$ cat config.mk
export PLATFORM = sky130hd
export DESIGN_NAME = debug_control_fsm
export DESIGN_NICKNAME = d
export VERILOG_FILES = /design/src/verilog/debug_cmd_pkg.sv /design/src/verilog/debug_core_pkg.sv /design/src/verilog/debug_control_fsm.sv
export VERILOG_INCLUDE_DIRS = /design/src /design/src/verilog
export SDC_FILE = /design/constraint.sdc
export NUM_CORES = 1
export LEC_CHECK = 0
export ABC_CLOCK_PERIOD_IN_PS = 1200
export BUFFER_PORTS_ARGS = -buffer_cell sky130_fd_sc_hd__buf_2
export CAP_MARGIN = 20
export CORE_AREA = 2 2 39 41
export CTS_CLUSTER_SIZE = 12
export DETAILED_ROUTE_END_ITERATION = 16
export DIE_AREA = 0 0 41 43
export GPL_TIMING_DRIVEN = 0
export PLACE_DENSITY = 0.48
export RECOVER_POWER = 100
export SLEW_MARGIN = 25
export SYNTH_ARGS = -nofsm -noshare
export SYNTH_HDL_FRONTEND = slang
export SYNTH_SLANG_ARGS = --single-unit
$ cat constraint.sdc
create_clock -name i_clk -period 1.2 [get_ports i_clk]
set_input_delay 0.24 -clock i_clk [delete_from_list [all_inputs] [get_ports i_clk]]
set_output_delay 0.24 -clock i_clk [all_outputs]
set_load 0.01 [all_outputs]
$ cat src/verilog/debug_defs.svh
`ifndef DEBUG_DEFS_SVH
`define DEBUG_DEFS_SVH

// machine word and memory geometry
`define DBG_NB_BITS    32                      // data word width
`define DBG_RAM_DEPTH  10                      // ram address bits, 1024 words
`define DBG_HALT_WORD  {`DBG_NB_BITS{1'b1}}    // all ones stops a run

// command word layout, as the host presents it
`define DBG_BIT_WE     22                      // write held data to memory
`define DBG_BIT_CLR    21                      // clear cycle count, strobe only

`define DBG_CTL_HI     24                      // run control field
`define DBG_CTL_LO     23

`define DBG_FLD_HI     20                      // field select
`define DBG_FLD_LO     19

`define DBG_RD_HI      17                      // readback select
`define DBG_RD_LO      16

`define DBG_PAY_HI     15                      // half word payload
`define DBG_PAY_LO     0

`endif

$ cat src/verilog/debug_cmd_pkg.sv
`include "debug_defs.svh"

package debug_cmd_pkg;

	// raw word from the spi slave
	typedef logic [`DBG_NB_BITS-1:0] cmd_word_t;

	// bits 20:19, what the payload loads into
	typedef enum logic [1:0] {
		FLD_NONE = 2'b00,   // memory op or nothing
		FLD_LO   = 2'b01,   // low half of data
		FLD_HI   = 2'b10,   // upper half of data
		FLD_ADDR = 2'b11    // ram address
	} field_sel_t;

	// bits 17:16, which probe goes back to the host
	typedef enum logic [1:0] {
		RD_PC         = 2'b00,   // live pc
		RD_PC_LATCH   = 2'b01,   // pc of last fetch
		RD_INST_LATCH = 2'b10,   // word of last fetch
		RD_CYCLES     = 2'b11    // advance count
	} rd_sel_t;

	// bits 24:23, only looked at on the strobe
	typedef enum logic [1:0] {
		CTL_NONE = 2'b00,
		CTL_RUN  = 2'b01,   // free run until halt word
		CTL_STEP = 2'b10,   // single advance
		CTL_HALT = 2'b11    // stop at next edge
	} run_ctl_t;

endpackage

$ cat src/verilog/debug_core_pkg.sv
`include "debug_defs.svh"

package debug_core_pkg;

	typedef logic [`DBG_NB_BITS-1:0]   word_t;       // machine word
	typedef logic [`DBG_RAM_DEPTH-1:0] ram_addr_t;   // program memory index

	// fetch latch, instruction up top and pc below
	typedef logic [2*`DBG_NB_BITS-1:0] latch_t;

	// control fsm states
	typedef enum logic [1:0] {
		HALTED = 2'b00,   // host owns memory
		RUN    = 2'b01,   // advance every cycle
		STEP   = 2'b10    // one advance then back
	} ctrl_state_t;

endpackage

$ cat src/verilog/debug_control_fsm.sv
`timescale 1ns/1ps

`include "debug_defs.svh"

module debug_control_fsm (
	input  logic                       i_clk,
	input  logic                       i_rst,
	input  logic                       i_cmd_strobe,   // new host word
	input  debug_cmd_pkg::run_ctl_t    i_run_ctl,      // valid with strobe
	input  debug_core_pkg::word_t      i_fetch_word,   // memory at pc
	output logic                       o_advance,      // fetch stage moves on
	output logic                       o_halted        // host owns the core
);

	debug_core_pkg::ctrl_state_t state_q;
	debug_core_pkg::ctrl_state_t state_d;
	logic                        at_halt;   // pc sits on the halt word
	logic                        do_run;
	logic                        do_step;
	logic                        do_halt;

	assign at_halt = (i_fetch_word == `DBG_HALT_WORD);
	assign do_run  = i_cmd_strobe && (i_run_ctl == debug_cmd_pkg::CTL_RUN);
	assign do_step = i_cmd_strobe && (i_run_ctl == debug_cmd_pkg::CTL_STEP);
	assign do_halt = i_cmd_strobe && (i_run_ctl == debug_cmd_pkg::CTL_HALT);

	always_comb begin
		state_d = state_q;   // hold by default
		case (state_q)
			debug_core_pkg::HALTED: begin
				if (do_run) begin
					state_d = debug_core_pkg::RUN;
				end else if (do_step) begin
					state_d = debug_core_pkg::STEP;
				end
			end
			debug_core_pkg::RUN: begin
				if (do_halt || at_halt) begin
					state_d = debug_core_pkg::HALTED;   // host stop or halt word
				end
			end
			debug_core_pkg::STEP: begin
				state_d = debug_core_pkg::HALTED;   // one cycle only
			end
			default: begin
				state_d = debug_core_pkg::HALTED;   // unused encoding
			end
		endcase
	end

	always_ff @(posedge i_clk) begin
		if (i_rst) begin
			state_q <= debug_core_pkg::HALTED;
		end else begin
			state_q <= state_d;
		end
	end

	// no advance while the pc sits on the halt word
	assign o_halted  = (state_q == debug_core_pkg::HALTED);
	assign o_advance = !o_halted && !at_halt;

	// advancing starts one cycle after a run or step strobe
	a_adv_after_strobe : assert property (
		@(posedge i_clk) disable iff (i_rst)
		$rose(o_advance) |-> $past(i_cmd_strobe)
	) else $error("advance started without a host strobe");

endmodule

# After elaboration in Yosys (flattened, before gate mapping)

Index checks and enable logic that the tools add are counted.

Bits in registers: 2
Input bits: 37
Output and inout port bits: 2
Logic and storage cells: 21

Equality and inequality tests: 7
Multiplexer cells: 4
Reduce and logical (&&, ||, !) cells: 9

Operators by type and width:

| cell                                                                  | count |
|---|---|
| 32-bit equality test, second input constant                           | 1 |
| 2-bit two-way mux                                                     | 3 |
| 2-bit by 1-bit equality test with 1-bit output, second input constant | 2 |
| 2-bit equality test, second input constant                            | 2 |
| 1-bit logical AND                                                     | 4 |
| 2-bit case mux with 2 select lines                                    | 1 |
| 3-bit by 1-bit != test with 1-bit output, second input constant       | 1 |
| 1-bit logical NOT                                                     | 2 |
| 2-bit logical NOT                                                     | 1 |
| 2-bit != test, second input constant                                  | 1 |
| 2-bit AND reduction                                                   | 1 |
| 1-bit logical OR                                                      | 1 |

# Longest topological paths before layout

Gate-level depths: netlist of run 1.

Word-level depth: 5
Depth in mapped cells: 4
Gate-level depth less buffers: 4

# Least setup slack after synthesis of run 1

OpenSTA, ideal clock, no wires.

Path type: input-to-reg
Start: in i_fetch_word[15]
End: reg state_q[0]
Library setup time: 0.116 ns
Arrival time: 0.901 ns
Required time: 1.084 ns
Path slack: 0.183 ns
Stages: 4
Buffers on the path: 0
Cells stage by stage: nand4_1 nor4_2 nand2_1 a41o_1

Word-level cells in the longest chain between the ends: 4

Ends and longest elaborated chain:

| what                           | RTL line                | text |
|---|---|---|
| start, declared                | debug_control_fsm.sv:10 | `input debug_core_pkg::word_t i_fetch_word,` |
| 32-bit equality test (no line) | n/a                     |  |
| 1-bit logical OR               | debug_control_fsm.sv:38 | `if (do_halt \|\| at_halt) begin` |
| 2-bit != test (no line)        | n/a                     |  |
| 2-bit AND reduction (no line)  | n/a                     |  |
| end signal, assigned           | debug_control_fsm.sv:53 | `state_q <= debug_core_pkg::HALTED;` |
| end signal, assigned           | debug_control_fsm.sv:55 | `state_q <= state_d;` |
| end, declared                  | debug_control_fsm.sv:15 | `debug_core_pkg::ctrl_state_t state_q;` |

Every way passes these cells.
A chain may end at the register's enable or synchronous reset.

# Worst setup path in the final report of run 1

Start: in i_fetch_word[25]
End: out o_advance

Word-level cells in the longest chain between the ends: 3

Ends and longest elaborated chain:

| what                           | RTL line                | text |
|---|---|---|
| 32-bit equality test (no line) | n/a                     |  |
| 1-bit logical NOT              | debug_control_fsm.sv:61 | `assign o_advance = !o_halted && !at_halt;` |
| 1-bit logical AND              | debug_control_fsm.sv:61 |  |
| end, declared                  | debug_control_fsm.sv:11 | `output logic o_advance,` |

Every way passes these cells.

==> flow_summary.ini, run 1 <==
[status]
status = complete, but fails checks
violations = negative setup slack

[finish]
fin_nets = 101
num_antenna_cells = 0
layout_commonest_cell = buf_2
largest-register = state_q
final_util_pct = 32.2
largest_reg_flops = 2
area_delta_synth_final_pct = 154
drive_above_1_share_pct = 71.0
layout_common_cells = buf_2 (32), nand4_1 (7), buf_6 (6), clkbuf_4 (3)
largest_registers = state_q x2

[routing]
wirelength_um = 706
vias = 331
drcViolationCount = 0
postRouteAntennaNets = 0
drt_iter0_drc = 5
drtPass1Iterations = 2
wl_per_cell_um = 9.05
viasPerCell = 4.24

[setup_path]
end_kind = output pin
r2r_slack_ns = 0.19
critPathRequiredTime_ns = 0.96
crit_fanout = 2
path_class = in -> out
crit_arrival_ns = 1.00
cp-start-kind = input pin

[logic_synthesis]
ys_ff_latch = 2
synth_cell_type_count = 11
synthSimpleGateAreaFrac_pct = 68.6
synth_nets = 58
synth-seq-area-share_pct = 22.9
synth_xor_area_share_pct = 0
synth.largest_area_cell = nand4_1
synthCells = 21
syn_area_per_cell_um2 = 8.34
synth-compound-area-share_pct = 8.57
yosysTopAreaCellShare_pct = 25.0
synth-adder-area-share_pct = 0
synth_top_family_by_area = simple AND/OR/NAND/NOR gates
yosys_warnings = 0
synthMuxAreaShare_pct = 0
synthesis.area_um2 = 175
ys_top_cells_by_area = nand4_1 (25%), dfxtp_1 (23%), nor4_2 (14%)

[timing]
fin_skew_ns = 0.00106
period_needed_ns = 1.24
fin_crit_sh_pct = 104
worstMarginPinSlew_ns = 0.265
setup_viol = 1
finalHoldViolations = 0
rsz0062_at_grt = yes
maxSlewHeadroom_pct = 82.2
slew_viol_final = 0
setup_slack_ns = -0.0430
fmax_ghz = 0.804

[grt]
grt_overflow_total = 0
antenna_found_initial = 0
grt_pass1_vias = 261
grt_use_total_pct = 7.62
grt_first_pass_wirelength_um = 876
grt_max_degree = 4

[cts]
clockBufferDepth = 2
cts_made_buffers = 3
postCtsSetupBuffers = 0
insertion_delay_ns = 0.22
htree_levels = 1
clkTransAtPathRegs_ns = 0.03
cts_hold_buf = 0
cts-root-buf = clkbuf_4
cts_tree = yes
cts.sinks = 2

[placed_design]
port_buffers = 38
gp_routability_congestion = 0.529

[job]
max-cap-violations = 0

[power]
p_leak_nw = 0.223
ir_drop_mv = 0.395
power_density_mw_per_mm2 = 709
fin_total_pwr_uw = 316

[floorplan]
core_area_mm2 = 0.00138
die_x_um = 41
dieArea_mm2 = 0.00176
start_util_pct = 12.7
core.rowCount = 14
die_y_um = 43
num_io_pins = 39

[worst_hold_path]
hp-class = in -> reg
## layout make-up
| type | instances | area [um2] |
|---|---|---|
| sequential | 2 | 40.0 |
| multi-input combinational | 19 | 135 |
| tap | 16 | 20.0 |
| clock buffer | 3 | 22.5 |
| timing repair buffer | 38 | 228 |
| fill | 152 | 938 |
## routing by layer
layer	track usage [%]	routed length, um	up-vias
met4	6.00	0	0
li1	-	-	175
met1	7.35	265	132
met2	11.9	323	24
met5	0	0	-
met3	3.14	117	0
## Yosys cell counts
library cell	number
nand2_1	1
nor2_1	2
nand4_2	1
nand4_1	7
nor3b_1	2
a21oi_1	1
nand3b_1	1
dfxtp_1	2
nand3_1	1
nor4_2	2
a41o_1	1
## path summary, 6_finish.rpt
kind | to | cells past startpoint | start
worst max-delay path | o_advance | 5 | i_fetch_word[25]
worst min register to register | state_q[0] | 1 | state_q[0]
worst min-delay path | state_q[1] | 2 | i_run_ctl[0]
worst max register to register | state_q[0] | 4 | state_q[0]
## repair_timing
action,CTS,global route
gates resized for setup,0,7
gates cloned,0,0
pin swaps,0,5
endpoints found under the hold margin,0,0
endpoints found under the setup margin,1,2
## power by group
group	switching, mW	internal, mW	total [mW]
sequential	0.00128	0.0698	0.0710
clock	0.0391	0.110	0.149
combinational	0.0309	0.0643	0.0952
total	0.0712	0.244	0.316
## kinds of logic (layout without fill, tap and decap cells)
| family | Yosys count | in the layout |
|---|---|---|
| and+or+nand+nor | 17 | 17 |
| AOI/OAI and AO/OA | 2 | 2 |
| DFF | 2 | 2 |
| buffers and inverters | 0 | 41 |
## per-stage QoR
step	cells	hold slack, ns	setup slack [ns]	area, um2	setup TNS, ns
global route	78	0.199	-0.141	445	-0.159
finish	78	0.206	-0.0430	445	-0.0430
detailed placement	75	0.434	-0.0602	385	-0.0919
floorplan	21	0.316	0.183	175	0
global placement	75	0.435	-0.0542	385	-0.0542
CTS	78	0.192	-0.0606	408	-0.0606
## critical path, cell delays in order
cell and delay (ns):
buf_6 0.06, nand4_1 0.11, nor4_2 0.34, a21oi_1 0.10, buf_2 0.15
No activity file was read; power rests on OpenSTA's default activity.
==> inputs of run 2 (changes only) <==
Settings changed: ABC_CLOCK_PERIOD_IN_PS 1200 to 1000, PLACE_DENSITY 0.48 to 0.49.
Clock period 1.2 ns to 1 ns, I/O delays scaled along.
==> flow_summary.ini, run 2 (synthesis gave the netlist of run 1 again) <==
[status]
status = complete, but fails checks
violations = negative setup slack

[placed_design]
placed_cell_area_um2 = 388
gp_routability_congestion = 0.538
place_inst = 75
dpl_worst_slack_ns = -0.182
port_buffers = 38

[routing]
wirelength_um = 643
drt_iter0_drc = 2
viasPerCell = 4.24
vias = 331
drtPass1Iterations = 4
postRouteAntennaNets = 0
wl_per_cell_um = 8.24
drcViolationCount = 0

[floorplan]
core_area_mm2 = 0.00138
start_util_pct = 12.7
core.rowCount = 14
num_io_pins = 39
dieArea_mm2 = 0.00176
die_x_um = 41
die_y_um = 43

[finish]
fin_cells = 78
largest_reg_flops = 2
fillers = 149
layout_commonest_cell = buf_2
largest_registers = state_q x2
fin_nets = 101
finalInstanceArea_um2 = 423
multi_input_area_um2 = 143
area_delta_synth_final_pct = 141
regArea_um2 = 41.3
num_antenna_cells = 0
drive_above_1_share_pct = 75.8
layout_common_cells = buf_2 (37), nand4_1 (7), clkbuf_4 (3), nor4_2 (2)
largest-register = state_q

[power]
ir_drop_mv = 0.395
comb_power_share_pct = 28.3
switchingPower_uw = 85.1
power_density_mw_per_mm2 = 872
pwr-share-clk_pct = 48.3
p_leak_nw = 0.216
p_seq_share_pct = 23.4
intPower_uw = 283
swShare_pct = 23.1
fin_total_pwr_uw = 369

[grt]
grt_pass1_vias = 288
antenna_found_initial = 0
grt_max_degree = 4
grt_overflow_total = 0
grt_use_total_pct = 8.41
grt_first_pass_wirelength_um = 952

[timing]
fin_skew_ns = 0.00373
fin_crit_sh_pct = 115
period_needed_ns = 1.15
finalHoldViolations = 0
fin_hold_ws_ns = 0.163
maxSlewHeadroom_pct = 82.7
fmax_ghz = 0.871
setup_slack_ns = -0.148
worstMarginPinSlew_ns = 0.258
slew_viol_final = 0
rsz0062_at_grt = yes
setup_viol = 2

[cts]
cts.sinks = 2
cts_tree = yes
insertion_delay_ns = 0.22
cts_made_buffers = 3
cts-root-buf = clkbuf_4
postCtsSetupBuffers = 0
htree_levels = 1
clkTransAtPathRegs_ns = 0.03
clockBufferDepth = 2

[setup_path]
crit_top_cell = buf_2
path_class = in -> out
cp-start-kind = input pin
critPathRequiredTime_ns = 0.80
crit_chain = buf_2 > nand4_1 > nor4_2 > a21oi_1 > buf_2
max_stage_delay_ns = 0.32
crit_arrival_ns = 0.95
crit_slowest_cell = nor4_2
crit_fanout = 2
end_kind = output pin

[worst_hold_path]
hp-class = in -> reg

[job]
max-cap-violations = 0
## run 2: cell counts in the layout (fill, tap and decap cells not counted)
Identical to the previous run, type by type.
## run 2: final cells by class
| class | count | area share (%) |
|---|---|---|
| clock buffers | 3 | 5.33 |
| multi-input cells | 19 | 33.7 |
| flip-flops and latches | 2 | 9.76 |
| well taps | 16 | 4.73 |
| repair buffers | 38 | 46.4 |
## run 2: repair_timing
action                     CTS  global route
setup endpoints to repair    2             3
resized for setup            3             1
pin swaps                    3             0
hold buffers                 0             0
## run 2: path summary, 6_finish.rpt
| kind | start | endpoint | slack (ns) | depth (start not counted) |
|---|---|---|---|---|
| worst max register to register | state_q[1] | state_q[0] | 0.05 | 4 |
| worst min register to register | state_q[0] | state_q[0] | 0.51 | 1 |
| worst min-delay path | i_run_ctl[0] | state_q[1] | 0.16 | 2 |
| worst max-delay path | i_fetch_word[23] | o_advance | -0.15 | 5 |
## run 2: layer usage
layer | share of wire, % | up-vias | global-route usage [%]
met5 | 0 | - | 0
met4 | 1.6 | 0 | 6.00
met3 | 19 | 2 | 4.71
met2 | 40 | 25 | 12.8
met1 | 39 | 130 | 7.96
li1 | - | 174 | -
## run 2: worst max-delay path: cells and delay by family
family	cells	cell delay, ns
AND/OR/NAND/NOR	2	0.42
buffers and inverters	2	0.22
AO/OA/AOI/OAI	1	0.10
## run 2: stage by stage
stage / setup TNS (ns) / util (%)
after floorplan: 0 / -
after global routing: -0.389 / 30.6
final: -0.172 / 30.6
after CTS: -0.183 / 30.6
after global placement: -0.315 / 28.0
after detailed placement: -0.338 / 28.0
## run 2: power groups by stage
stage	Clock [mW]	Sequential, mW	Combinational [mW]
6_report	0.178	0.0861	0.104
2_1_floorplan	0	0.0865	0.0229
5_1_grt	0.199	0.0865	0.120
3_5_place_dp	0	0.0869	0.100
4_1_cts	0.192	0.0872	0.105
3_3_place_gp	0	0.0868	0.0994
