$ cat src/verilog/debug_defs.svh
`ifndef DEBUG_DEFS_SVH
`define DEBUG_DEFS_SVH

// machine word and memory geometry
`define DBG_NB_BITS    32                      // data word width
`define DBG_RAM_DEPTH  10                      // ram address bits, 1024 words
`define DBG_HALT_WORD  {`DBG_NB_BITS{1'b1}}    // all ones stops a run

// command word layout, as the host presents it
`define DBG_BIT_WE     22                      // write held data to memory
`define DBG_BIT_CLR    21                      // clear cycle count, strobe only

`define DBG_CTL_HI     24                      // run control field
`define DBG_CTL_LO     23

`define DBG_FLD_HI     20                      // field select
`define DBG_FLD_LO     19

`define DBG_RD_HI      17                      // readback select
`define DBG_RD_LO      16

`define DBG_PAY_HI     15                      // half word payload
`define DBG_PAY_LO     0

`endif

$ cat src/verilog/cycle_counter.sv
`timescale 1ns/1ps

`include "debug_defs.svh"

module cycle_counter #(
	parameter int NB_CNT = `DBG_NB_BITS   // counter width
) (
	input  logic              i_clk,
	input  logic              i_rst,
	input  logic              i_clear,     // host clear, wins over count
	input  logic              i_advance,   // one per fetch advance
	output logic [NB_CNT-1:0] o_cycles
);

	logic [NB_CNT-1:0] cnt_q;
	logic              at_max;   // stick at all ones

	assign at_max = &cnt_q;

	always_ff @(posedge i_clk) begin
		if (i_rst) begin
			cnt_q <= '0;
		end else if (i_clear) begin
			cnt_q <= '0;   // clear beats an advance in the same cycle
		end else if (i_advance && !at_max) begin
			cnt_q <= cnt_q + 1'b1;
		end
	end

	assign o_cycles = cnt_q;

endmodule

$ cat config.mk
export PLATFORM = sky130hd
export DESIGN_NAME = cycle_counter
export DESIGN_NICKNAME = d
export VERILOG_FILES = /design/src/verilog/cycle_counter.sv
export VERILOG_INCLUDE_DIRS = /design/src /design/src/verilog
export SDC_FILE = /design/constraint.sdc
export NUM_CORES = 1
export LEC_CHECK = 0
export ABC_AREA = 1
export BUFFER_PORTS_ARGS = -buffer_cell sky130_fd_sc_hd__buf_2
export CAP_MARGIN = 20
export CORE_AREA = 10 10 76 78
export CTS_CLUSTER_SIZE = 12
export DETAILED_ROUTE_END_ITERATION = 10
export DIE_AREA = 0 0 86 88
export PLACE_DENSITY_LB_ADDON = 0.05
export SYNTH_ARGS = -nofsm -noshare
export SYNTH_HDL_FRONTEND = slang
export SYNTH_SLANG_ARGS = --single-unit
$ cat constraint.sdc
create_clock -name i_clk -period 1.5 [get_ports i_clk]
set_input_delay 0.45 -clock i_clk [delete_from_list [all_inputs] [get_ports i_clk]]
set_output_delay 0.45 -clock i_clk [all_outputs]
set_load 0.02 [all_outputs]
Word-level counts from Yosys, hierarchy flattened
Index checks and enable logic that the tools add are counted.
{"block": "word_totals", "output_inout_bits": 32, "input_bits": 4, "wordCells": 6, "register_bits": 32}
{"block": "op_classes", "reduce_logical": 4, "add_sub_neg": 1}
{"cell": "adder 32 x 1 -> 32 bit, second input constant", "count": 1}
{"cell": "AND reduction 32 bit", "count": 1}
{"cell": "OR reduction 2 bit", "count": 1}
{"cell": "logical AND 1 bit", "count": 1}
{"cell": "zero test 1 bit", "count": 1}

Longest topological paths before layout
Gate-level depths: netlist of the first run.
{"block": "depth", "ltp_word": 3, "depth_mapped": 11, "mapped_depth_nobuf": 11}

Least setup slack after synthesis of the first run
OpenSTA, ideal clock, no wires.
{"block": "synth_timing", "path_type": "reg2reg", "start": "reg cnt_q[1] (netlist: o_cycles[1])", "end": "reg cnt_q[26] (netlist: o_cycles[26])", "period_less_slack_ps": 1726, "path_slack_ps": -226, "path_buffers": 1, "t_arrival_ps": 1611, "required_time_ps": 1385, "setup_ps": 115, "path_stages_with_launch": 10, "path_cell_list": "dfxtp_1 > ha_1 > nand2_2 > nor2_4 > nand2_1 > nor2_2 > nand3_2 > buf_6 > a21oi_1 > nor2_1"}
{"block": "synth_via", "elab_chain_len": 3, "elab_cells_between_ends": 4, "classes_between": "1 x add/sub; 3 x reduce/logical"}
{"item": "start: declaration", "line_no": "cycle_counter.sv:15", "rtl": "logic [NB_CNT-1:0] cnt_q;"}
{"item": "start signal: assignment", "line_no": "cycle_counter.sv:26", "rtl": "cnt_q <= cnt_q + 1'b1;"}
{"item": "parallel branches: the longest is 3 deep, another holds adder 32 x 1 -> 32 bit"}
Parallel ways; which one is timed is not known.
A chain may end at the register's enable or synchronous reset.

Worst setup path in the final report of the first run
{"block": "layout_timing", "start": "reg cnt_q[1] (netlist: o_cycles[1])", "end": "reg cnt_q[30] (netlist: o_cycles[30])"}
Same word-level chain as after synthesis.

==> reports/summary.log, run 1 <==
INFO  power_and_ir_drop cellLeakagePower=0.00133uW
INFO  grt            grt_max_degree=31
INFO  final_layout   post-route-util=69.6%
INFO  synthesis      synth_cell_types=25
INFO  worst_setup_path worstPathRequired=1680ps
INFO  final_layout   final_layout_size_suffix_gt1_share=43.3%
INFO  cts            clock_tree.root_cell=sky130_fd_sc_hd__clkbuf_8
INFO  detailed_routing detail_route.drc_violations=0
INFO  power_and_ir_drop power_per_cell_area=546nW/um^2
INFO  grt            gr-usage-all-layers=16.4%
INFO  worst_setup_path most_used_cell_cp=sky130_fd_sc_hd__nand2_4
INFO  sta            worst-slew-pin-transition=233ps
INFO  final_layout   antenna_cells=0
INFO  sta            grt_setup_unrepaired=true
INFO  placed_design  place.detailed.hpwl=4.71mm
INFO  die            core-area=4290um^2
INFO  cts            cts-htree-levels=2
INFO  final_layout   design_area=2990um^2
INFO  sta            setup_ws=-75.1ps
INFO  worst_setup_path worst-path-max-fanout=16
INFO  synthesis      synth_edf_count=0
INFO  detailed_routing route.antenna.remaining_nets=0
INFO  detailed_routing wl_met2=3.03mm
INFO  status         run_status=finished, violations left
INFO  sta            fmax=635MHz
INFO  synthesis      yosys_register_bits=32
INFO  power_and_ir_drop worst_ir_drop_vdd=0.342mV
INFO  final_layout   max_ffs_per_register=32
INFO  min_path       hold_start=o_cycles[12]
INFO  cts            clock_tree.buffer_depth=2
INFO  worst_setup_path crit_path_end_kind=flip-flop
INFO  detailed_routing dr_wl_met3=291um
INFO  placed_design  gp_routability_congestion=0.878
INFO  synthesis      synthFlopType=sky130_fd_sc_hd__dfxtp_1
INFO  placed_design  portBuffers=35
INFO  die            die_w=86um
INFO  die            start_util=47.8%
INFO  min_path       worstHoldEndpoint=o_cycles[12]
INFO  cts            clock_sink_count=32
INFO  synthesis      ys_async_sr_fraction=0%
INFO  min_path       hold_path.class=reg -> reg
INFO  detailed_routing drt_wl_total=6.38mm
INFO  job            max-cap-violations=0
INFO  detailed_routing drt_first_iter_violations=149
INFO  detailed_routing drt_first_pass_iters=4
INFO  status         failed_checks=setup timing
INFO  synthesis      post_synth.cell_area_avg=6.22um^2
INFO  worst_setup_path crit_arrival=1760ps
INFO  worst_setup_path r2r_start=o_cycles[1]
INFO  final_layout   synthToLayoutAreaGrowth=45.7%
INFO  worst_setup_path critical_setup_path_class=reg -> reg
INFO  sta            final_hold_violations=0
INFO  final_layout   nFillCells=383
INFO  synthesis      synthTopCellsByArea=sky130_fd_sc_hd__dfxtp_1, sky130_fd_sc_hd__nand2_1, sky130_fd_sc_hd__nor2_1, sky130_fd_sc_hd__a21oi_1, sky130_fd_sc_hd__inv_1
INFO  synthesis      synth_fp_nets=335
INFO  die            floorplan.io_pins=36
INFO  placed_design  placed_area=2690um^2
INFO  grt            grt_pass1_wl=10.1mm
INFO  sta            max-slew-margin-rel=84.4%
INFO  sta            fin_skew=3.48ps
INFO  synthesis      yosysWarningCount=0
INFO  die            dieHeight=88um
INFO  detailed_routing wl_per_cell=13.5um
INFO  detailed_routing num_vias=2317
INFO  worst_setup_path critPathSlowestCell=sky130_fd_sc_hd__dfxtp_4
INFO  grt            initial_antenna_violation_count=0
INFO  sta            period_share=105%
INFO  synthesis      synth.cell_area=2050um^2
INFO  synthesis      synth-seq-area-share=31.2%
INFO  synthesis      syn-instance-count=330
INFO  worst_setup_path crit_path_max_incr_delay=370ps
INFO  worst_setup_path reg2reg_to=o_cycles[30]
INFO  detailed_routing highest_layer=met4
INFO  worst_setup_path cp_cell_sequence=ha_4 > nand2_4 > nor2_4 > nand2_4 > nor2_8 > nand3_4 > buf_12 > a21oi_1 > nor2_1
INFO  detailed_routing viasPerCell=4.91
INFO  cts            path_clk_slew=70ps
INFO  cts            clock_tree_from_tritoncts=built
INFO  die            placement_rows=24
INFO  cts            cts_buffers=5
INFO  sta            final-setup-viol-count=20
INFO  detailed_routing m1WireLength=2.98mm
INFO  grt            gr-total-overflow=0
INFO  min_path       instance_count_along_the_most_critical_hold_path=2
INFO  worst_setup_path worstRegToRegCells=9
INFO  worst_setup_path rrSetupSlack=-80ps
INFO  synthesis      synthTopCellsByCount=sky130_fd_sc_hd__nand2_1, sky130_fd_sc_hd__nor2_1, sky130_fd_sc_hd__dfxtp_1
INFO  final_layout   design.final.nets=424
INFO  sta            period_needed=1580ps
INFO  synthesis      synth.top_cell.area_share=31.2%
INFO  die            floorplan.die_area=7570um^2
INFO  cts            worstSkewPairLatency=280ps
INFO  sta            final_max_slew_viol_count=0
INFO  worst_setup_path start_kind=flip-flop
INFO  grt            first_global_vias=2158
INFO  synthesis      netlist.top_cell.by_area=sky130_fd_sc_hd__dfxtp_1
INFO  synthesis      synth_most_common_cell=sky130_fd_sc_hd__nand2_1
-- worst max-delay path: cells and delay by family, from the launching register on --
kind	cells	cell delay, ps
AND/OR/NAND/NOR	6	610
flip-flops	1	370
buffers and inverters	1	190
adder cells (fa/ha/maj)	1	150
AO/OA/AOI/OAI	1	140
-- layout make-up --
class | count | area (um^2) | share of cell area [%]
inverter | 31 | 119 | 3.97
sequential | 32 | 671 | 22.4
timing repair buffer | 90 | 637 | 21.3
clock buffer | 8 | 90.1 | 3.01
tap | 52 | 65.1 | 2.18
multi-input combinational | 259 | 1410 | 47.1
-- cell usage in the layout (no fill, tap or decap), drive strengths merged --
master,n
buf,90
nand2,101
nor3,4
ha,1
xnor2,2
a21oi,24
nand4,7
inv,31
a31oi,1
nor2,86
o21ai,3
nand3,28
clkbuf,8
dfxtp,32
xor2,1
and2,1
-- logic make-up after synthesis --
| family | count (synthesis) | synth area share (%) |
|---|---|---|
| buffers and inverters | 39 | 9.27 |
| DFF | 32 | 31.2 |
| xor gates and xnor gates | 3 | 1.28 |
| adders and majority gates | 1 | 0.610 |
| AOI/OAI and AO/OA | 28 | 6.89 |
| and+or+nand+nor | 227 | 50.7 |
-- what timing repair did --
action	in CTS	in global routing
hold buffers	0	0
buffers inserted	1	3
endpoints found under the setup margin	26	31
gates resized for setup	10	43
cloned	0	0
pin swaps	5	9
-- through the flow --
step                setup slack [ps]  hold WS [ps]  std cells  power [uW]  TNS (ps)
floorplan                      -4.18           520        330         925     -25.7
global placement                -107           485        460         955      -239
detailed placement              -113           487        460         956      -704
CTS                            -36.8           499        469        1640      -279
global route                    -188           512        472        1690     -2980
finish                         -75.1           501        472        1630      -740
-- where the power goes --
part	total, uW	switching, uW	internal, uW
sequential	853	5.69	848
clock	696	321	374
combinational	83.1	49.2	33.9
-- worst max-delay path by stage --
stage | startpoint | endpoint | slack, ps | depth (start not counted)
6_report | o_cycles[1] | o_cycles[30] | -80 | 9
5_1_grt | o_cycles[1] | o_cycles[30] | -190 | 9
3_5_place_dp | o_cycles[1] | o_cycles[30] | -110 | 10
4_1_cts | o_cycles[1] | o_cycles[30] | -40 | 9
3_3_place_gp | o_cycles[1] | o_cycles[30] | -110 | 10
2_1_floorplan | o_cycles[1] | o_cycles[5] | -4 | 11
-- per-layer routing --
| layer | global-route usage, % | vias to the layer above |
|---|---|---|
| met1 | 20.9 | 1054 |
| met3 | 4.27 | 9 |
| met4 | 4.19 | 0 |
| met5 | 0 | - |
| met2 | 26.8 | 38 |
| li1 | - | 1216 |
Note: power is estimated with default switching activity, not from simulation.
==> run 2: changes to the inputs <==
--- a/config.mk
+++ b/config.mk
@@ -13,7 +13,7 @@
 export CTS_CLUSTER_SIZE = 12
 export DETAILED_ROUTE_END_ITERATION = 10
 export DIE_AREA = 0 0 86 88
-export PLACE_DENSITY_LB_ADDON = 0.05
+export PLACE_DENSITY = 0.83
 export SYNTH_ARGS = -nofsm -noshare
 export SYNTH_HDL_FRONTEND = slang
 export SYNTH_SLANG_ARGS = --single-unit
==> reports/summary.log, run 2 (synthesized netlist as in run 1, its figures left out) <==
INFO  sta            period_needed=1620ps
INFO  cts            path_clk_slew=70ps
INFO  worst_setup_path worstPathBufferInverterCount=2
INFO  detailed_routing num_vias=2590
INFO  worst_setup_path rrSetupSlack=-120ps
INFO  worst_setup_path startpoint=o_cycles[1]
INFO  sta            grt_setup_unrepaired=true
INFO  detailed_routing wl_met2=3.65mm
INFO  power_and_ir_drop power_per_cell_area=562nW/um^2
INFO  power_and_ir_drop cellInternalPower=1300uW
INFO  grt            grt_max_degree=21
INFO  worst_setup_path critical_setup_path_class=reg -> reg
INFO  detailed_routing viasPerCell=5.43
INFO  detailed_routing m1WireLength=2.67mm
INFO  job            max-cap-violations=0
INFO  final_layout   max_ffs_per_register=32
INFO  die            start_util=47.8%
INFO  power_and_ir_drop p_switching=396uW
INFO  placed_design  portBuffers=35
INFO  detailed_routing drt_first_iter_violations=262
INFO  status         run_status=finished, violations left
INFO  grt            gr-usage-all-layers=17.6%
INFO  placed_design  placed_area=2680um^2
INFO  power_and_ir_drop comb_power_share=5.3%
INFO  worst_setup_path worstRegToRegCells=10
INFO  grt            initial_antenna_violation_count=0
INFO  detailed_routing highest_layer=met4
INFO  sta            worst-slew-pin-transition=232ps
INFO  grt            grt_pass1_wl=11.0mm
INFO  die            die_w=86um
INFO  sta            fin_skew=7.43ps
INFO  worst_setup_path critPathSlowestCell=sky130_fd_sc_hd__dfxtp_4
INFO  worst_setup_path crit_path_max_incr_delay=370ps
INFO  placed_design  gp_routability_congestion=0.912
INFO  power_and_ir_drop power.switching_fraction=23.3%
INFO  min_path       instance_count_along_the_most_critical_hold_path=2
INFO  sta            final.hold.worst_slack=516ps
INFO  sta            fmax=616MHz
INFO  placed_design  place_worst_setup_slack=-107ps
INFO  final_layout   antenna_cells=0
INFO  die            floorplan.io_pins=36
INFO  worst_setup_path worst-path-max-fanout=6
INFO  placed_design  placed_cells=462
INFO  worst_setup_path crit_path_end_kind=flip-flop
INFO  detailed_routing route.antenna.remaining_nets=0
INFO  detailed_routing drt_wl_total=7.14mm
INFO  cts            clock_tree.root_cell=sky130_fd_sc_hd__clkbuf_8
INFO  grt            gr-total-overflow=0
INFO  die            core-area=4290um^2
INFO  final_layout   post-route-util=70.4%
INFO  min_path       hold_start=o_cycles[4]
INFO  power_and_ir_drop power_frac_clock=44.5%
INFO  status         failed_checks=setup timing
INFO  cts            cts-htree-levels=2
INFO  worst_setup_path cp_cell_sequence=ha_4 > nand2_4 > nor2_4 > buf_4 > nand2_4 > nor2_4 > nand3_2 > buf_4 > a21oi_1 > nor2_1
INFO  final_layout   final_layout_size_suffix_gt1_share=44.0%
INFO  detailed_routing detail_route.drc_violations=0
INFO  cts            clock_sink_count=32
INFO  grt            first_global_vias=2461
INFO  sta            final-setup-viol-count=30
INFO  worst_setup_path crit_arrival=1800ps
INFO  power_and_ir_drop cellLeakagePower=0.00136uW
INFO  detailed_routing drt_first_pass_iters=5
INFO  final_layout   design_area=3020um^2
INFO  die            placement_rows=24
INFO  sta            final_max_slew_viol_count=0
INFO  die            dieHeight=88um
INFO  cts            worstSkewPairLatency=290ps
INFO  sta            setup_ws=-122ps
INFO  sta            final_hold_violations=0
INFO  worst_setup_path worstPathRequired=1680ps
INFO  power_and_ir_drop power_frac_seq=50.2%
INFO  cts            holdBufCountCts=0
INFO  cts            cts_buffers=5
INFO  placed_design  place.detailed.hpwl=4.85mm
INFO  sta            period_share=108%
INFO  worst_setup_path r2r_start=o_cycles[1]
INFO  worst_setup_path crit_family=simple AND/OR/NAND/NOR gates
INFO  final_layout   most_frequent_standard_cell_in_the_layout_excluding_fill_and_tap_cells=sky130_fd_sc_hd__nand2_1
INFO  final_layout   design.final.nets=429
INFO  die            floorplan.die_area=7570um^2
INFO  worst_setup_path start_kind=flip-flop
INFO  detailed_routing dr_wl_met3=626um
INFO  min_path       worstHoldEndpoint=o_cycles[4]
INFO  final_layout   synthToLayoutAreaGrowth=47.3%
INFO  final_layout   final-instance-count-excl-fill=477
INFO  sta            max-slew-margin-rel=84.5%
INFO  min_path       hold_path.class=reg -> reg
INFO  power_and_ir_drop worst_ir_drop_vdd=0.409mV
INFO  cts            clock_tree.buffer_depth=2
INFO  final_layout   highest_count_cells_in_the_layout_ignoring_fill_and_taps=sky130_fd_sc_hd__nand2_1, sky130_fd_sc_hd__nor2_1, sky130_fd_sc_hd__buf_4
INFO  detailed_routing wl_per_cell=15.0um
INFO  cts            clock_tree_from_tritoncts=built
INFO  worst_setup_path reg2reg_to=o_cycles[11]
==> run 2: cell types whose count changed in the layout (fill, tap and decap cells not counted), moves of 3 or more <==
cell / change
sky130_fd_sc_hd__buf_4: +6
sky130_fd_sc_hd__nand3_1: +3
sky130_fd_sc_hd__nand3_2: -3
sky130_fd_sc_hd__nor2_4: +4
sky130_fd_sc_hd__nor2_1: -3
==> run 2: power by group through the flow <==
stage / registers [uW] / logic (uW) / clock network [uW]
2_1_floorplan: 879 / 45.3 / 0
3_3_place_gp: 874 / 78.3 / 0
3_5_place_dp: 875 / 80.3 / 0
4_1_cts: 854 / 82.2 / 749
5_1_grt: 854 / 98.1 / 789
6_report: 854 / 90.5 / 756
==> run 2: layer usage <==
metal  up-vias  global-route usage (%)
met1      1201                    19.4
met3        22                    3.99
li1       1228                       -
met4         0                    8.68
met5         -                       0
met2       139                    31.0
==> run 2: cell type report <==
cell class | count | area [um^2]
well taps | 52 | 65.1
flip-flops and latches | 32 | 668
multi-input cells | 259 | 1410
fillers | 312 | 1270
clock buffers | 8 | 100
inverters | 31 | 116
repair buffers | 95 | 662
==> run 2: through the flow <==
| stage | total power (uW) | TNS [ps] |
|---|---|---|
| 6_report | 1700 | -1870 |
| 5_1_grt | 1740 | -4110 |
| 4_1_cts | 1680 | -45.7 |
| 3_5_place_dp | 955 | -724 |
| 3_3_place_gp | 952 | -92.0 |
| 2_1_floorplan | 925 | -25.7 |
==> run 2: worst reg2reg max path, stage by stage (launching register included) <==
cell                      delay [ps]
sky130_fd_sc_hd__dfxtp_4         370
sky130_fd_sc_hd__ha_4            150
sky130_fd_sc_hd__nand2_4          50
sky130_fd_sc_hd__nor2_4          180
sky130_fd_sc_hd__buf_4           150
sky130_fd_sc_hd__nand2_4          70
sky130_fd_sc_hd__nor2_4           80
sky130_fd_sc_hd__nand3_2          80
sky130_fd_sc_hd__buf_4           180
sky130_fd_sc_hd__a21oi_1         140
sky130_fd_sc_hd__nor2_1           60
==> run 2: how the worst max path moves through the flow <==
stage                        end  slack, ps  cells after the start
detailed placement  o_cycles[27]       -110                     10
global placement    o_cycles[27]        -30                     10
global route        o_cycles[11]       -180                     10
CTS                 o_cycles[28]        -20                     10
finish              o_cycles[11]       -120                     10
floorplan            o_cycles[5]         -4                     11
==> run 2: repair_timing <==
item	CTS	global route
endpoints found under the setup margin	26	32
gates resized for setup	18	37
buffers inserted	3	4
pin swaps	3	9
gates cloned	0	0
==> run 3: changes to the inputs <==
--- a/config.mk
+++ b/config.mk
@@ -7,13 +7,17 @@
 export NUM_CORES = 1
 export LEC_CHECK = 0
 export ABC_AREA = 1
+export ABC_CLOCK_PERIOD_IN_PS = 1500
 export BUFFER_PORTS_ARGS = -buffer_cell sky130_fd_sc_hd__buf_2
 export CAP_MARGIN = 20
-export CORE_AREA = 10 10 76 78
+export CELL_PAD_IN_SITES_DETAIL_PLACEMENT = 1
+export CELL_PAD_IN_SITES_GLOBAL_PLACEMENT = 1
+export CORE_AREA = 10 10 88 90
 export CTS_CLUSTER_SIZE = 12
 export DETAILED_ROUTE_END_ITERATION = 10
-export DIE_AREA = 0 0 86 88
-export PLACE_DENSITY = 0.83
+export DIE_AREA = 0 0 98 100
+export PLACE_DENSITY = 0.85
+export SETUP_SLACK_MARGIN = 0.4
 export SYNTH_ARGS = -nofsm -noshare
 export SYNTH_HDL_FRONTEND = slang
 export SYNTH_SLANG_ARGS = --single-unit
==> reports/summary.log, run 3 (synthesized netlist as in run 1, its figures left out) <==
INFO  sta            final_hold_violations=0
INFO  detailed_routing drt_wl_total=11.2mm
INFO  worst_setup_path cp_cell_sequence=ha_4 > nand2_4 > nor2_4 > buf_4 > nand2_4 > nor2_4 > nand3_4 > buf_12 > nand3_1 > nand2_1 > nor2_1
INFO  placed_design  gp_routability_congestion=0.873
INFO  sta            setup_ws=-261ps
INFO  final_layout   max_ffs_per_register=32
INFO  final_layout   highest_count_cells_in_the_layout_ignoring_fill_and_taps=sky130_fd_sc_hd__nand2_1, sky130_fd_sc_hd__nor2_1, sky130_fd_sc_hd__buf_6
INFO  sta            max-slew-margin-rel=82.5%
INFO  sta            worst-slew-pin-transition=262ps
INFO  detailed_routing drt_first_iter_violations=193
INFO  placed_design  placed_cells=482
INFO  detailed_routing viasPerCell=5.42
INFO  grt            gr-usage-all-layers=20.0%
INFO  detailed_routing wl_met2=5.65mm
INFO  final_layout   most_frequent_standard_cell_in_the_layout_excluding_fill_and_tap_cells=sky130_fd_sc_hd__nand2_1
INFO  detailed_routing highest_layer=met4
INFO  final_layout   synthToLayoutAreaGrowth=75.4%
INFO  final_layout   final_layout_size_suffix_gt1_share=55.4%
INFO  status         failed_checks=setup timing
INFO  worst_setup_path crit_path_end_kind=flip-flop
INFO  grt            gr-total-overflow=0
INFO  cts            cts-htree-levels=2
INFO  final_layout   post-route-util=58.7%
INFO  die            die_w=98um
INFO  die            start_util=33.5%
INFO  worst_setup_path critical_setup_path_class=reg -> reg
INFO  die            floorplan.io_pins=36
INFO  detailed_routing route.antenna.remaining_nets=0
INFO  final_layout   antenna_cells=0
INFO  detailed_routing num_vias=2813
INFO  worst_setup_path worstPathBufferInverterCount=2
INFO  sta            final.hold.worst_slack=510ps
INFO  grt            grt_max_degree=23
INFO  sta            fin_skew=12.4ps
INFO  detailed_routing dr_wl_met3=529um
INFO  grt            initial_antenna_violation_count=0
INFO  power_and_ir_drop cellLeakagePower=0.00151uW
INFO  worst_setup_path start_kind=flip-flop
INFO  die            placement_rows=29
INFO  detailed_routing wl_per_cell=21.6um
INFO  detailed_routing drt_first_pass_iters=4
INFO  status         run_status=finished, violations left
INFO  sta            period_needed=1760ps
INFO  die            floorplan.die_area=9800um^2
INFO  die            dieHeight=100um
INFO  power_and_ir_drop worst_ir_drop_vdd=0.318mV
INFO  sta            final_max_slew_viol_count=0
INFO  worst_setup_path worstPathRequired=1740ps
INFO  die            core-area=6130um^2
INFO  min_path       hold_path.class=reg -> reg
INFO  worst_setup_path crit_path_max_incr_delay=370ps
INFO  cts            clock_tree.root_cell=sky130_fd_sc_hd__clkbuf_8
INFO  cts            clock_sink_count=32
INFO  sta            grt_setup_unrepaired=true
INFO  cts            holdBufCountCts=0
INFO  sta            final-setup-viol-count=32
INFO  final_layout   multi_input_combinational_cell_area=1500um^2
INFO  worst_setup_path critPathSlowestCell=sky130_fd_sc_hd__dfxtp_4
INFO  cts            clock_tree.buffer_depth=2
INFO  worst_setup_path crit_arrival=2000ps
INFO  worst_setup_path crit_family=simple AND/OR/NAND/NOR gates
INFO  placed_design  portBuffers=35
INFO  placed_design  place.detailed.hpwl=5.84mm
INFO  worst_setup_path worst-path-max-fanout=8
INFO  detailed_routing detail_route.drc_violations=0
INFO  final_layout   nFillCells=766
INFO  power_and_ir_drop power_per_cell_area=449nW/um^2
INFO  final_layout   final-instance-count-excl-fill=519
INFO  cts            cts_buffers=5
INFO  job            max-cap-violations=0
INFO  grt            grt_pass1_wl=16.0mm
INFO  final_layout   design.final.nets=446
INFO  final_layout   seq_area=733um^2
INFO  sta            fmax=568MHz
INFO  placed_design  place_worst_setup_slack=-239ps
INFO  grt            first_global_vias=3062
INFO  cts            clock_tree_from_tritoncts=built
INFO  cts            worstSkewPairLatency=300ps
INFO  sta            period_share=117%
INFO  cts            path_clk_slew=80ps
INFO  detailed_routing m1WireLength=4.40mm
-- run 3: changes by cell type in the layout (fill, tap and decap cells not counted), moves of 3 or more --
cell                      delta
sky130_fd_sc_hd__dfxtp_1    -16
sky130_fd_sc_hd__nor2_1      -3
sky130_fd_sc_hd__buf_6      +51
sky130_fd_sc_hd__nand2_4     +5
sky130_fd_sc_hd__a21oi_1     -8
sky130_fd_sc_hd__inv_1       -3
sky130_fd_sc_hd__nand2_2    +10
sky130_fd_sc_hd__nand2_1    -15
sky130_fd_sc_hd__buf_2      -32
sky130_fd_sc_hd__dfxtp_4    +18
sky130_fd_sc_hd__a21oi_2     +8
-- run 3: what timing repair did --
item,CTS,global route
hold endpoints to repair,0,0
resized for setup,122,71
buffers inserted,20,9
cloned,0,0
endpoints found under the setup margin,64,64
pin swaps,5,4
-- run 3: where the power goes --
group          switching [uW]  internal, uW
clock                     362           324
combinational            70.3          39.4
sequential               5.40           816
-- run 3: layout make-up --
type | instances | share of cell area, %
Clock buffer | 7 | 2.12
Inverter | 31 | 3.44
Clock inverter | 1 | 0.104
Timing Repair Buffer | 112 | 29.5
Sequential cell | 32 | 20.4
Multi-Input combinational cell | 259 | 41.8
Tap cell | 77 | 2.68
-- run 3: worst min-delay path: cells and delay by family, from the launching register on --
kind	cells	cell delay [ps]
flops	1	380
compound gates	1	30
simple gates	1	70
-- run 3: worst paths after layout --
kind | startpoint | endpoint | slack [ps] | depth (start not counted)
worst min register to register | o_cycles[31] | o_cycles[31] | 510 | 2
worst max-delay path | o_cycles[1] | o_cycles[25] | -260 | 11
worst min-delay path | o_cycles[31] | o_cycles[31] | 510 | 2
worst max register to register | o_cycles[1] | o_cycles[25] | -260 | 11
-- run 3: stage by stage --
step	cell area (um^2)	total power, uW	setup TNS, ps
floorplan	2130	925	-21.6
global placement	2710	951	-626
detailed placement	2710	956	-1870
CTS	3310	1600	-950
global route	3600	1680	-7680
finish	3600	1620	-5220
-- run 3: routing by layer --
layer | vias to the layer above | track usage [%]
met5 | - | 0
met4 | 0 | 11.5
met3 | 56 | 4.26
met2 | 122 | 35.8
met1 | 1376 | 21.4
li1 | 1259 | -
